`config.mk`:
```
export PLATFORM = sky130hd
export DESIGN_NAME = ffcp_rx_top
export DESIGN_NICKNAME = d
export VERILOG_FILES = /design/src/hdl/ffcp_pkg.sv /design/src/hdl/ffcp_frame_parser.sv /design/src/hdl/packet_buffer.sv /design/src/hdl/slot_streamer.sv /design/src/hdl/ffcp_rx_top.sv
export VERILOG_INCLUDE_DIRS = /design/src /design/src/include
export SDC_FILE = /design/constraint.sdc
export NUM_CORES = 1
export LEC_CHECK = 0
export BUFFER_PORTS_ARGS = -buffer_cell sky130_fd_sc_hd__buf_2
export CAP_MARGIN = 40
export CORE_UTILIZATION = 40
export CTS_CLUSTER_SIZE = 28
export DETAILED_ROUTE_END_ITERATION = 10
export GPL_ROUTABILITY_DRIVEN = 0
export GPL_TIMING_DRIVEN = 0
export PLACE_DENSITY = 0.63
export REMOVE_ABC_BUFFERS = 1
export SKIP_LAST_GASP = 1
export SYNTH_ARGS = -nofsm -noshare
export SYNTH_HDL_FRONTEND = slang
export SYNTH_SLANG_ARGS = --single-unit
export TNS_END_PERCENT = 5
```
`constraint.sdc`:
```
create_clock -name clk -period 6.2 [get_ports clk]
set_clock_uncertainty 0.05 [all_clocks]
set_input_delay 0 -clock clk [delete_from_list [all_inputs] [get_ports clk]]
set_output_delay 0 -clock clk [all_outputs]
set_load 0.02 [all_outputs]
```
`src/include/ffcp_settings.svh`:
```
// Widths, sizes and protocol codes of the FFCP receive path, included by the package and the testbench
`ifndef FFCP_SETTINGS_SVH
`define FFCP_SETTINGS_SVH

// Byte and payload geometry
`define FFCP_BYTE_LEN 8
`define FFCP_FGP_LEN 16
`define FFCP_COUNT_LEN 4

// Slots, also the depth of the commit FIFO
`define FFCP_SLOT_COUNT 4
`define FFCP_INDEX_LEN 2

// Buffer address is slot index followed by byte count
`define FFCP_ADDR_LEN 6

// Ethertype carried by every FFCP frame
`define FFCP_ETHERTYPE 16'h88b5

// FFCP type byte codes
`define FFCP_TYPE_SYN 8'h01
`define FFCP_TYPE_MSG 8'h02
`define FFCP_TYPE_ACK 8'h04

`endif

```
`src/hdl/ffcp_pkg.sv`:
```
// Shared types of the FFCP receive path, imported by every module of the design and by the testbench
package ffcp_pkg;

`include "ffcp_settings.svh"

	typedef logic [`FFCP_BYTE_LEN-1:0] byte_t;
	typedef logic [`FFCP_INDEX_LEN-1:0] slot_index_t;
	typedef logic [`FFCP_COUNT_LEN-1:0] byte_count_t;
	typedef logic [`FFCP_ADDR_LEN-1:0] buf_addr_t;

	typedef enum logic [`FFCP_BYTE_LEN-1:0] {
		FFCP_SYN = `FFCP_TYPE_SYN,
		FFCP_MSG = `FFCP_TYPE_MSG,
		FFCP_ACK = `FFCP_TYPE_ACK
	} ffcp_type_t;

	// One byte from the MAC receiver, no back-pressure
	typedef struct packed {
		logic valid;
		byte_t data;
		logic last;
		logic err;
	} frame_byte_t;

	typedef struct packed {
		logic en;
		buf_addr_t addr;
		byte_t data;
	} buf_write_t;

	typedef enum logic [2:0] {
		ETH_HI,
		ETH_LO,
		TYPE,
		INDEX,
		PAYLOAD,
		DISCARD
	} parser_state_t;

	typedef enum logic [1:0] {
		IDLE,
		READ,
		ACK
	} stream_state_t;

endpackage

```
`src/hdl/ffcp_frame_parser.sv`:
```
// Frame parser that checks FFCP headers, writes MSG payloads into buffer slots and commits clean frames
`timescale 1ns/100ps
`include "ffcp_settings.svh"

module ffcp_frame_parser (
	input  logic                  clk,
	input  logic                  eth_rx_downstream_rst,
	input  ffcp_pkg::frame_byte_t rx_in,
	input  logic                  commit_full,
	output ffcp_pkg::buf_write_t  buf_wr,
	output logic                  commit_valid,
	output ffcp_pkg::slot_index_t commit_index
);
	import ffcp_pkg::*;

	localparam logic [2*`FFCP_BYTE_LEN-1:0] ETHERTYPE = `FFCP_ETHERTYPE;
	localparam byte_count_t LAST_POS = byte_count_t'(`FFCP_FGP_LEN - 1);

	parser_state_t state;
	parser_state_t drop_state;
	byte_count_t cnt;
	slot_index_t idx;
	logic hdr_ok;
	logic hdr_pass;
	logic cnt_final;
	logic wr_en;
	buf_addr_t wr_addr;
	byte_t wr_data;

	// Header byte check for the current state
	always_comb begin
		hdr_ok = 1'b0;
		case (state)
			ETH_HI: hdr_ok = rx_in.data == ETHERTYPE[2*`FFCP_BYTE_LEN-1:`FFCP_BYTE_LEN];
			ETH_LO: hdr_ok = rx_in.data == ETHERTYPE[`FFCP_BYTE_LEN-1:0];
			TYPE: hdr_ok = rx_in.data == FFCP_MSG;
			INDEX: hdr_ok = (rx_in.data < `FFCP_SLOT_COUNT) && !commit_full;
			default: hdr_ok = 1'b0;
		endcase
	end

	assign hdr_pass = hdr_ok && !rx_in.err && !rx_in.last;
	assign cnt_final = cnt == LAST_POS;

	// A rejected frame may already be over on this byte
	assign drop_state = rx_in.last ? ETH_HI : DISCARD;

	always_ff @(posedge clk) begin
		if (eth_rx_downstream_rst) begin
			state <= ETH_HI;
			cnt <= '0;
			wr_en <= 1'b0;
			commit_valid <= 1'b0;
		end else begin
			wr_en <= 1'b0;
			commit_valid <= 1'b0;
			if (rx_in.valid) begin
				case (state)
					ETH_HI: state <= hdr_pass ? ETH_LO : drop_state;
					ETH_LO: state <= hdr_pass ? TYPE : drop_state;
					TYPE: state <= hdr_pass ? INDEX : drop_state;
					INDEX: begin
						state <= hdr_pass ? PAYLOAD : drop_state;
						cnt <= '0;
					end
					PAYLOAD: begin
						// Early last or missing last both condemn the frame
						if (rx_in.err || (rx_in.last != cnt_final)) begin
							state <= drop_state;
						end else begin
							wr_en <= 1'b1;
							cnt <= cnt + 1'b1;
							if (cnt_final) begin
								commit_valid <= 1'b1;
								state <= ETH_HI;
							end
						end
					end
					DISCARD: begin
						if (rx_in.last) begin
							state <= ETH_HI;
						end
					end
					default: state <= ETH_HI;
				endcase
			end
		end
	end

	// Slot index and write payload
	always_ff @(posedge clk) begin
		if (rx_in.valid && state == INDEX) begin
			idx <= rx_in.data[`FFCP_INDEX_LEN-1:0];
		end
		if (rx_in.valid && state == PAYLOAD) begin
			wr_addr <= {idx, cnt};
			wr_data <= rx_in.data;
		end
	end

	assign buf_wr = '{en: wr_en, addr: wr_addr, data: wr_data};

	// idx holds until the next index byte, well after the commit pulse
	assign commit_index = idx;

	// Full was low at the index byte and only this parser pushes
	commit_not_full_a: assert property (
		@(posedge clk) disable iff (eth_rx_downstream_rst)
		!(commit_valid && commit_full)
	);

endmodule

```
`src/hdl/packet_buffer.sv`:
```
// Packet buffer with one slot of RAM per FFCP index and a FIFO of committed slots for the streamer
`timescale 1ns/100ps
`include "ffcp_settings.svh"

module packet_buffer (
	input  logic                  clk,
	input  logic                  eth_rx_downstream_rst,
	input  ffcp_pkg::buf_write_t  buf_wr,
	input  logic                  commit_valid,
	input  ffcp_pkg::slot_index_t commit_index,
	output logic                  commit_full,
	input  logic                  rd_en,
	input  ffcp_pkg::buf_addr_t   rd_addr,
	output ffcp_pkg::byte_t       rd_data,
	output logic                  pending,
	output ffcp_pkg::slot_index_t head_index,
	input  logic                  pop
);
	import ffcp_pkg::*;

	byte_t ram [`FFCP_SLOT_COUNT*`FFCP_FGP_LEN];

	slot_index_t fifo [`FFCP_SLOT_COUNT];
	slot_index_t wr_ptr;
	slot_index_t rd_ptr;
	logic [`FFCP_INDEX_LEN:0] fill_cnt;
	logic push_ok;
	logic pop_ok;

	// Slot RAM, registered read port
	always_ff @(posedge clk) begin
		if (buf_wr.en) begin
			ram[buf_wr.addr] <= buf_wr.data;
		end
		if (rd_en) begin
			rd_data <= ram[rd_addr];
		end
	end

	assign commit_full = fill_cnt == `FFCP_SLOT_COUNT;
	assign pending = fill_cnt != '0;
	assign head_index = fifo[rd_ptr];

	assign push_ok = commit_valid && !commit_full;
	assign pop_ok = pop && pending;

	// Pointers wrap on their own since the depth is a power of two
	always_ff @(posedge clk) begin
		if (eth_rx_downstream_rst) begin
			wr_ptr <= '0;
			rd_ptr <= '0;
			fill_cnt <= '0;
		end else begin
			if (push_ok) begin
				wr_ptr <= wr_ptr + 1'b1;
			end
			if (pop_ok) begin
				rd_ptr <= rd_ptr + 1'b1;
			end
			case ({push_ok, pop_ok})
				2'b10: fill_cnt <= fill_cnt + 1'b1;
				2'b01: fill_cnt <= fill_cnt - 1'b1;
				default: fill_cnt <= fill_cnt;
			endcase
		end
	end

	always_ff @(posedge clk) begin
		if (push_ok) begin
			fifo[wr_ptr] <= commit_index;
		end
	end

	no_push_when_full_a: assert property (
		@(posedge clk) disable iff (eth_rx_downstream_rst)
		commit_valid |-> !commit_full
	);

	no_pop_when_empty_a: assert property (
		@(posedge clk) disable iff (eth_rx_downstream_rst)
		pop |-> pending
	);

endmodule

```
`src/hdl/slot_streamer.sv`:
```
// Slot streamer that reads committed slots out as a valid/ready byte stream and acknowledges each one
`timescale 1ns/100ps
`include "ffcp_settings.svh"

module slot_streamer (
	input  logic                  clk,
	input  logic                  eth_rx_downstream_rst,
	input  logic                  pending,
	input  ffcp_pkg::slot_index_t head_index,
	output logic                  pop,
	output logic                  rd_en,
	output ffcp_pkg::buf_addr_t   rd_addr,
	input  ffcp_pkg::byte_t       rd_data,
	input  logic                  out_ready,
	output logic                  out_valid,
	output ffcp_pkg::byte_t       out_data,
	output logic                  out_last,
	output logic                  ack_valid,
	output ffcp_pkg::slot_index_t ack_index
);
	import ffcp_pkg::*;

	localparam byte_count_t LAST_POS = byte_count_t'(`FFCP_FGP_LEN - 1);

	stream_state_t state;
	slot_index_t cur_index;
	byte_count_t rd_cnt;
	logic rd_done;
	logic rd_pend;
	logic rd_last_pend;
	logic [1:0] fill;
	logic [1:0] occupancy;
	logic out_fire;
	byte_t skid_data [2];
	logic skid_last [2];

	assign pop = state == IDLE && pending;
	assign out_fire = out_valid && out_ready;

	// Skid entries plus the read in flight never exceed two
	assign occupancy = fill + {1'b0, rd_pend};
	assign rd_en = state == READ && !rd_done && (occupancy != 2'd2 || out_fire);
	assign rd_addr = {cur_index, rd_cnt};

	always_ff @(posedge clk) begin
		if (eth_rx_downstream_rst) begin
			state <= IDLE;
			rd_cnt <= '0;
			rd_done <= 1'b0;
			rd_pend <= 1'b0;
			rd_last_pend <= 1'b0;
		end else begin
			rd_pend <= rd_en;
			rd_last_pend <= rd_en && rd_cnt == LAST_POS;
			case (state)
				IDLE: begin
					if (pending) begin
						state <= READ;
						rd_cnt <= '0;
						rd_done <= 1'b0;
					end
				end
				READ: begin
					if (rd_en) begin
						rd_cnt <= rd_cnt + 1'b1;
						rd_done <= rd_cnt == LAST_POS;
					end
					if (out_fire && out_last) begin
						state <= ACK;
					end
				end
				default: state <= IDLE;
			endcase
		end
	end

	always_ff @(posedge clk) begin
		if (pop) begin
			cur_index <= head_index;
		end
	end

	// Two-entry skid FIFO, entry 0 drives the output
	always_ff @(posedge clk) begin
		if (eth_rx_downstream_rst) begin
			fill <= '0;
		end else begin
			fill <= fill + {1'b0, rd_pend} - {1'b0, out_fire};
		end
	end

	always_ff @(posedge clk) begin
		if (out_fire) begin
			skid_data[0] <= skid_data[1];
			skid_last[0] <= skid_last[1];
		end
		if (rd_pend) begin
			if (fill == 2'd0 || (fill == 2'd1 && out_fire)) begin
				skid_data[0] <= rd_data;
				skid_last[0] <= rd_last_pend;
			end else begin
				skid_data[1] <= rd_data;
				skid_last[1] <= rd_last_pend;
			end
		end
	end

	assign out_valid = fill != 2'd0;
	assign out_data = skid_data[0];
	assign out_last = skid_last[0];

	assign ack_valid = state == ACK;
	assign ack_index = cur_index;

	out_hold_a: assert property (
		@(posedge clk) disable iff (eth_rx_downstream_rst)
		out_valid && !out_ready |=> out_valid && $stable(out_data) && $stable(out_last)
	);

endmodule

```
`src/hdl/ffcp_rx_top.sv`:
```
// Top level of the FFCP receive path, connecting parser, packet buffer and slot streamer
`timescale 1ns/100ps

module ffcp_rx_top (
	input  logic                  clk,
	input  logic                  eth_rx_downstream_rst,
	input  ffcp_pkg::frame_byte_t rx_in,
	input  logic                  out_ready,
	output logic                  out_valid,
	output ffcp_pkg::byte_t       out_data,
	output logic                  out_last,
	output logic                  ack_valid,
	output ffcp_pkg::slot_index_t ack_index
);
	import ffcp_pkg::*;

	buf_write_t buf_wr;
	logic commit_valid;
	slot_index_t commit_index;
	logic commit_full;
	logic rd_en;
	buf_addr_t rd_addr;
	byte_t rd_data;
	logic pending;
	slot_index_t head_index;
	logic pop;

	ffcp_frame_parser parser_inst (
		.clk(clk), .eth_rx_downstream_rst(eth_rx_downstream_rst),
		.rx_in(rx_in), .commit_full(commit_full),
		.buf_wr(buf_wr),
		.commit_valid(commit_valid), .commit_index(commit_index)
	);

	packet_buffer buffer_inst (
		.clk(clk), .eth_rx_downstream_rst(eth_rx_downstream_rst),
		.buf_wr(buf_wr),
		.commit_valid(commit_valid), .commit_index(commit_index),
		.commit_full(commit_full),
		.rd_en(rd_en), .rd_addr(rd_addr), .rd_data(rd_data),
		.pending(pending), .head_index(head_index), .pop(pop)
	);

	slot_streamer streamer_inst (
		.clk(clk), .eth_rx_downstream_rst(eth_rx_downstream_rst),
		.pending(pending), .head_index(head_index), .pop(pop),
		.rd_en(rd_en), .rd_addr(rd_addr), .rd_data(rd_data),
		.out_ready(out_ready), .out_valid(out_valid),
		.out_data(out_data), .out_last(out_last),
		.ack_valid(ack_valid), .ack_index(ack_index)
	);

endmodule

```
; ---- Word-level counts from Yosys, hierarchy flattened
; Memory sizes are Yosys's and may differ from the RTL's. A register that Yosys moved wholly into a read port is not among the register bits.
; Index checks and enable logic that the tools add are counted.
[totals]
register_bits = 43
ramBits = 538
inputBits = 14
output_inout_bits = 13
n_memories = 4
[classes]
addsub = 8
n_lt_le_gt_ge = 1
eq_ne = 24
mux = 38
bitwise = 4
n_reduce_logical = 35
[memory_table]
columns = memory, depth, width, read_ports, rd_clocked_by_memory_dff, wr, line_no
row1 = buffer_inst.ram, 64, 8, 1, 1, 1, packet_buffer.sv:21  ; byte_t ram [`FFCP_SLOT_COUNT*`FFCP_FGP_LEN];
row2 = streamer_inst.skid_data, 2, 8, 2, 0, 2, slot_streamer.sv:34  ; byte_t skid_data [2];
row3 = buffer_inst.fifo, 4, 2, 1, 1, 1, packet_buffer.sv:23  ; slot_index_t fifo [`FFCP_SLOT_COUNT];
row4 = streamer_inst.skid_last, 2, 1, 2, 0, 2, slot_streamer.sv:35  ; logic skid_last [2];
[ops]
columns = cell, n
row1 = $mux W3, 8
row2 = $pmux W3 S6, 1
row3 = $mux W1, 17
row4 = $eq A8 B8 Y1 const B, 2
row5 = $pmux W4 S2, 2
row6 = $logic_and A1 B1 Y1, 14
row7 = $mux W4, 3
row8 = $ne A2 B2 Y1 const B, 5
row9 = $eq A3 B3 Y1 const B, 3
row10 = $reduce_and A3 Y1, 3
row11 = $add A4 B1 Y4 const B, 2
row12 = $eq A4 B4 Y1 const B, 2
row13 = $eq A8 B2 Y1 const B, 1
row14 = $lt A8 B3 Y1 const B, 1
row15 = $mux W8, 1
row16 = $reduce_bool A2 Y1, 4
row17 = $eq A2 B1 Y1 const B, 3
row18 = $eq A3 B2 Y1 const B, 2
row19 = $pmux W3 S2, 1
row20 = $add A2 B1 Y2 const B, 2
row21 = $eq A2 B2 Y1 const B, 2
row22 = $logic_not A1 Y1, 4
row23 = $logic_not A2 Y1, 2
row24 = $mux W2, 2
row25 = other kinds (19), 23

; ---- Longest topological paths before layout
[logic_depth]
depth_word = 8
depth_mapped = 10

; ---- Hierarchy
; From an unflattened synthesis, not the netlist that was laid out.
[unflattened]
hier_cells = 1181
area_unflattened_um2 = 23478.8
[modules_own_cells]
columns = module, n_inst, cells_per_inst, area_each_um2, seq_area_each_um2
row1 = packet_buffer, 1, 982, 20957.6, 16035.4
row2 = slot_streamer, 1, 109, 1373.8, 820.8
row3 = ffcp_frame_parser, 1, 90, 1147.4, 660.6

; ---- Least setup slack after synthesis
; OpenSTA, ideal clock, no wires.
[synth_path]
path_type = register to register
startpoint = register buffer_inst.fill_cnt[0]
endpoint = register buffer_inst.fill_cnt[2]
setup_time_ns = 0.071
arrival_ns = 2.329
required_time_ns = 6.079
slack_ns = 3.750
stages_incl_launch_ff = 9
path_buffers = 0
cell_sequence = dfxtp_1 -> nor3_1 -> nor3_1 -> ha_1 -> inv_1 -> fa_1 -> xor2_1 -> or3_1 -> a21oi_1
[synth_between]
elab_chain_len = 5
elab_cells_between_ends = 12
[synth_lines]
columns = element, line_no
row1 = from (decl), packet_buffer.sv:26  ; logic [`FFCP_INDEX_LEN:0] fill_cnt;
row2 = from (signal assigned), packet_buffer.sv:61  ; 2'b10: fill_cnt <= fill_cnt + 1'b1;
row3 = from (signal assigned), packet_buffer.sv:62  ; 2'b01: fill_cnt <= fill_cnt - 1'b1;
row4 = from (signal assigned), packet_buffer.sv:63  ; default: fill_cnt <= fill_cnt;
row5 = $reduce_bool A3 Y1 (*), packet_buffer.sv:41  ; assign pending = fill_cnt != '0;
row6 = $logic_and A1 B1 Y1 (*), slot_streamer.sv:37  ; assign pop = state == IDLE && pending;
row7 = named net buffer_inst.pop, packet_buffer.sv:17  ; input logic pop
row8 = $logic_and A1 B1 Y1 (*), packet_buffer.sv:45  ; assign pop_ok = pop && pending;
row9 = $eq A2 B1 Y1 or $eq A2 B2 Y1 (tied branches), packet_buffer.sv:60  ; case ({push_ok, pop_ok})
row10 = $pmux W3 S2 or $reduce_bool A2 Y1 (tied branches), -
; The timed path passes the listed nets; every way through them passes the cells marked *.
; A chain may end at the register's enable or synchronous reset.

==> impl_metrics.env <==
export IMPL_status="completed"
export IMPL_ys_types=55
export IMPL_drt_pass1_iter_count=5
export IMPL_ir_drop_mv=0.197
export IMPL_cts_max_path_buffers=3
export IMPL_synthFlopType="edfxtp_1"
export IMPL_cp_endpoint="buffer_inst.rd_data[0]"
export IMPL_globalRouteOverflowTotal=0
export IMPL_fmax_mhz=271
export IMPL_reg2reg_from="streamer_inst.rd_cnt[0]"
export IMPL_worstSetupStartpointType="flop"
export IMPL_cts_tree="built"
export IMPL_synth_top_cell_area_share_pct=73.0
export IMPL_p_leak_nw=8.29
export IMPL_num_io_pins=27
export IMPL_cts_resized=0
export IMPL_insertion_delay_ns=0.61
export IMPL_instances_no_fill=2107
export IMPL_die_h_um=243
export IMPL_cp_depth=9
export IMPL_dp_hpwl_mm=34.1
export IMPL_async_flop_share_pct=0
export IMPL_grt_pass1_vias=12000
export IMPL_worst_path_max_fanout=44
export IMPL_cp_data_required_time_ns=6.50
export IMPL_routed_via_density=5.63
export IMPL_yosysMostFrequentCell="edfxtp_1"
export IMPL_yosys_warnings=0
export IMPL_antenna_found_initial=1
export IMPL_cap_violations=0
export IMPL_drc=0
export IMPL_initial_core_util_pct=40.9
export IMPL_period_share_pct=59.4
export IMPL_dieArea_mm2=0.0590
export IMPL_die_x_um=243
export IMPL_cts_buffers=58
export IMPL_grt_usage_pct=17.8
export IMPL_syn_to_final_growth_pct=15.5
export IMPL_ys_seq_area_share_pct=75.3
export IMPL_core_mm2=0.0568
export IMPL_fp_row_count=87
export IMPL_antennaDiodeCount=0
export IMPL_critPathLaunch="streamer_inst.rd_cnt[0]"
export IMPL_finalHoldViolations=0
export IMPL_clock_root_buffer="clkbuf_16"
export IMPL_yosys_register_bits=591
export IMPL_path_cells="buf_12 > buf_16 > buf_12 > mux4_2 > nor2_1 > nor3_1 > a2111oi_0 > buf_1 > nor3_1"
export IMPL_power_density_mw_per_mm2=337
export IMPL_wirelength_mm=52.2
export IMPL_n_fill_cell=4711
export IMPL_drtIter0Drc=1169
export IMPL_ant_nets=0
export IMPL_path_class="flop to flop"
export IMPL_via_count=11900
export IMPL_r2r_end="buffer_inst.rd_data[0]"
export IMPL_clkTransAtPathRegs_ns=0.06
export IMPL_setup_viol=0
export IMPL_drive_above_1_share_pct=22.3
export IMPL_dp_cells=1984
export IMPL_finalHoldWorstSlack_ns=0.0840
export IMPL_syn_area_mm2=0.0232
export IMPL_grt_pass1_wl_mm=77.8
export IMPL_h_tree_depth=2
export IMPL_avgSynthCellArea_um2=19.1
export IMPL_cts_sinks=591
export IMPL_r2r_cells=9
export IMPL_slew_headroom_pct=38.9
export IMPL_crit_path_end_kind="flop"
export IMPL_critPathTopFamily="buffers and inverters"
export IMPL_crit_arrival_ns=3.99
export IMPL_yosysTopAreaCell="edfxtp_1"
export IMPL_synth_area_leaders="edfxtp_1 73%, mux4_2 11%, dfxtp_1 2.3%, mux2i_1 1.9%, nor2_1 1.5%"
export IMPL_whs_path_depth=2
export IMPL_grt_max_degree=45
export IMPL_slew_viol_final=0
export IMPL_rsz0062_at_grt="no"
export IMPL_ys_top_cells_by_count="564 x edfxtp_1, 113 x mux4_2, 93 x nor2_1"
export IMPL_synthCells=1217
export IMPL_nets=1333
export IMPL_hold_path_class="primary input to flop"
export IMPL_max_stage_delay_ns=0.64
export IMPL_synth_edff_count=564
export IMPL_io_buffers=26
export IMPL_cp_num_buf_inv=4
export IMPL_wl_per_cell_um=24.8
export IMPL_min_period_ns=3.68
export IMPL_r2r_slack_ns=2.52
export IMPL_max_slew_worst_pin_slew_ns=0.913
export IMPL_crit_slowest_cell="dfxtp_4"
-- sequential cells by signal (all words and copies together) (netlist names), 2 cells and up --
name	cells
buffer_inst.fifo	8
buffer_inst.fill_cnt	3
buffer_inst.ram	512
buffer_inst.rd_data	8
buffer_inst.rd_ptr	2
buffer_inst.wr_ptr	2
parser_inst.cnt	4
parser_inst.commit_index	2
parser_inst.state	3
parser_inst.wr_addr	6
parser_inst.wr_data	8
streamer_inst.ack_index	2
streamer_inst.fill	2
streamer_inst.rd_cnt	4
streamer_inst.skid_data	16
streamer_inst.skid_last	2
streamer_inst.state	2
-- layout by cell type (no fill, tap or decap), drive strengths merged, types with 8 or more instances in the layout --
master	netlist	layout
a211oi	15	15
a21oi	17	17
a22oi	18	18
a31oi	10	10
buf	46	85
clkbuf	25	71
clkinv	0	25
dfxtp	27	27
dlygate4sd3	0	18
edfxtp	564	564
ha	9	9
inv	14	14
mux2	12	12
mux2i	44	44
mux4	113	113
nand2	35	35
nand3	24	24
nand4	8	8
nor2	93	93
nor2b	16	16
nor3	21	21
o21ai	9	9
o22ai	15	15
xnor2	8	8
-- final cells by class --
class / count / area, µm² / share of cell area, %
Clock buffer: 71 / 1560 / 5.84
Sequential cell: 591 / 17500 / 65.3
Clock inverter: 31 / 245 / 0.915
Tap cell: 756 / 946 / 3.53
Inverter: 14 / 52.6 / 0.196
Multi-Input combinational cell: 541 / 5280 / 19.7
Timing Repair Buffer: 103 / 1230 / 4.58
-- kinds of logic after synthesis --
family,after synthesis,synth area share [%]
DFF,591,75.3
and+or+nand+nor,239,4.92
muxes,169,13.4
AOI/OAI and AO/OA,108,3.19
buffers and inverters,85,2.02
xor gates and xnor gates,15,0.566
adders and majority gates,10,0.571
-- worst min path at each step --
stage,to,start
after global placement,parser_inst.wr_data[5],rx_in[7]
after detailed placement,parser_inst.wr_data[2],rx_in[4]
after global routing,parser_inst.wr_data[3],rx_in[5]
final,parser_inst.wr_data[5],rx_in[7]
after CTS,parser_inst.wr_data[5],rx_in[7]
after floorplan,streamer_inst.fill[0],eth_rx_downstream_rst
-- timing repair --
item / in CTS / in global routing
setup buffers: 0 / 0
hold buffers: 18 / 0
endpoints found under the hold margin: 38 / 0
-- layer usage --
layer / wire, µm / track usage, % / share of wire [%]
met4: 1350 / 5.16 / 2.6
met1: 22400 / 25.0 / 43
met5: 13 / 0 / 0.025
met3: 3560 / 3.20 / 6.8
met2: 24800 / 28.5 / 48
-- power breakdown --
group | switching (mW) | internal, mW
Combinational | 0.588 | 0.511
Sequential | 0.102 | 4.43
Clock | 1.45 | 1.94
-- through the flow --
stage | total power, mW | instance area [µm²] | setup slack (ns) | util (%) | TNS (ns)
2_1_floorplan | 5.39 | 22800 | 0.164 | - | 0
3_3_place_gp | 5.75 | 23900 | -3.77 | 42.0 | -32.57
3_5_place_dp | 5.71 | 24700 | 2.47 | 43.6 | 0
4_1_cts | 9.08 | 26700 | 2.46 | 47.1 | 0
5_1_grt | 9.31 | 26800 | 2.31 | 47.2 | 0
6_report | 9.02 | 26800 | 2.52 | 47.2 | 0
-- worst reg2reg max path, delay by kind of cell (launching register included) --
kind / cells / cell delay [ns]
AO/OA/AOI/OAI: 1 / 0.64
multiplexers: 1 / 0.61
buffers and inverters: 4 / 1.16
AND/OR/NAND/NOR: 3 / 0.34
flip-flops: 1 / 0.64
No activity file was read; power rests on OpenSTA's default activity.
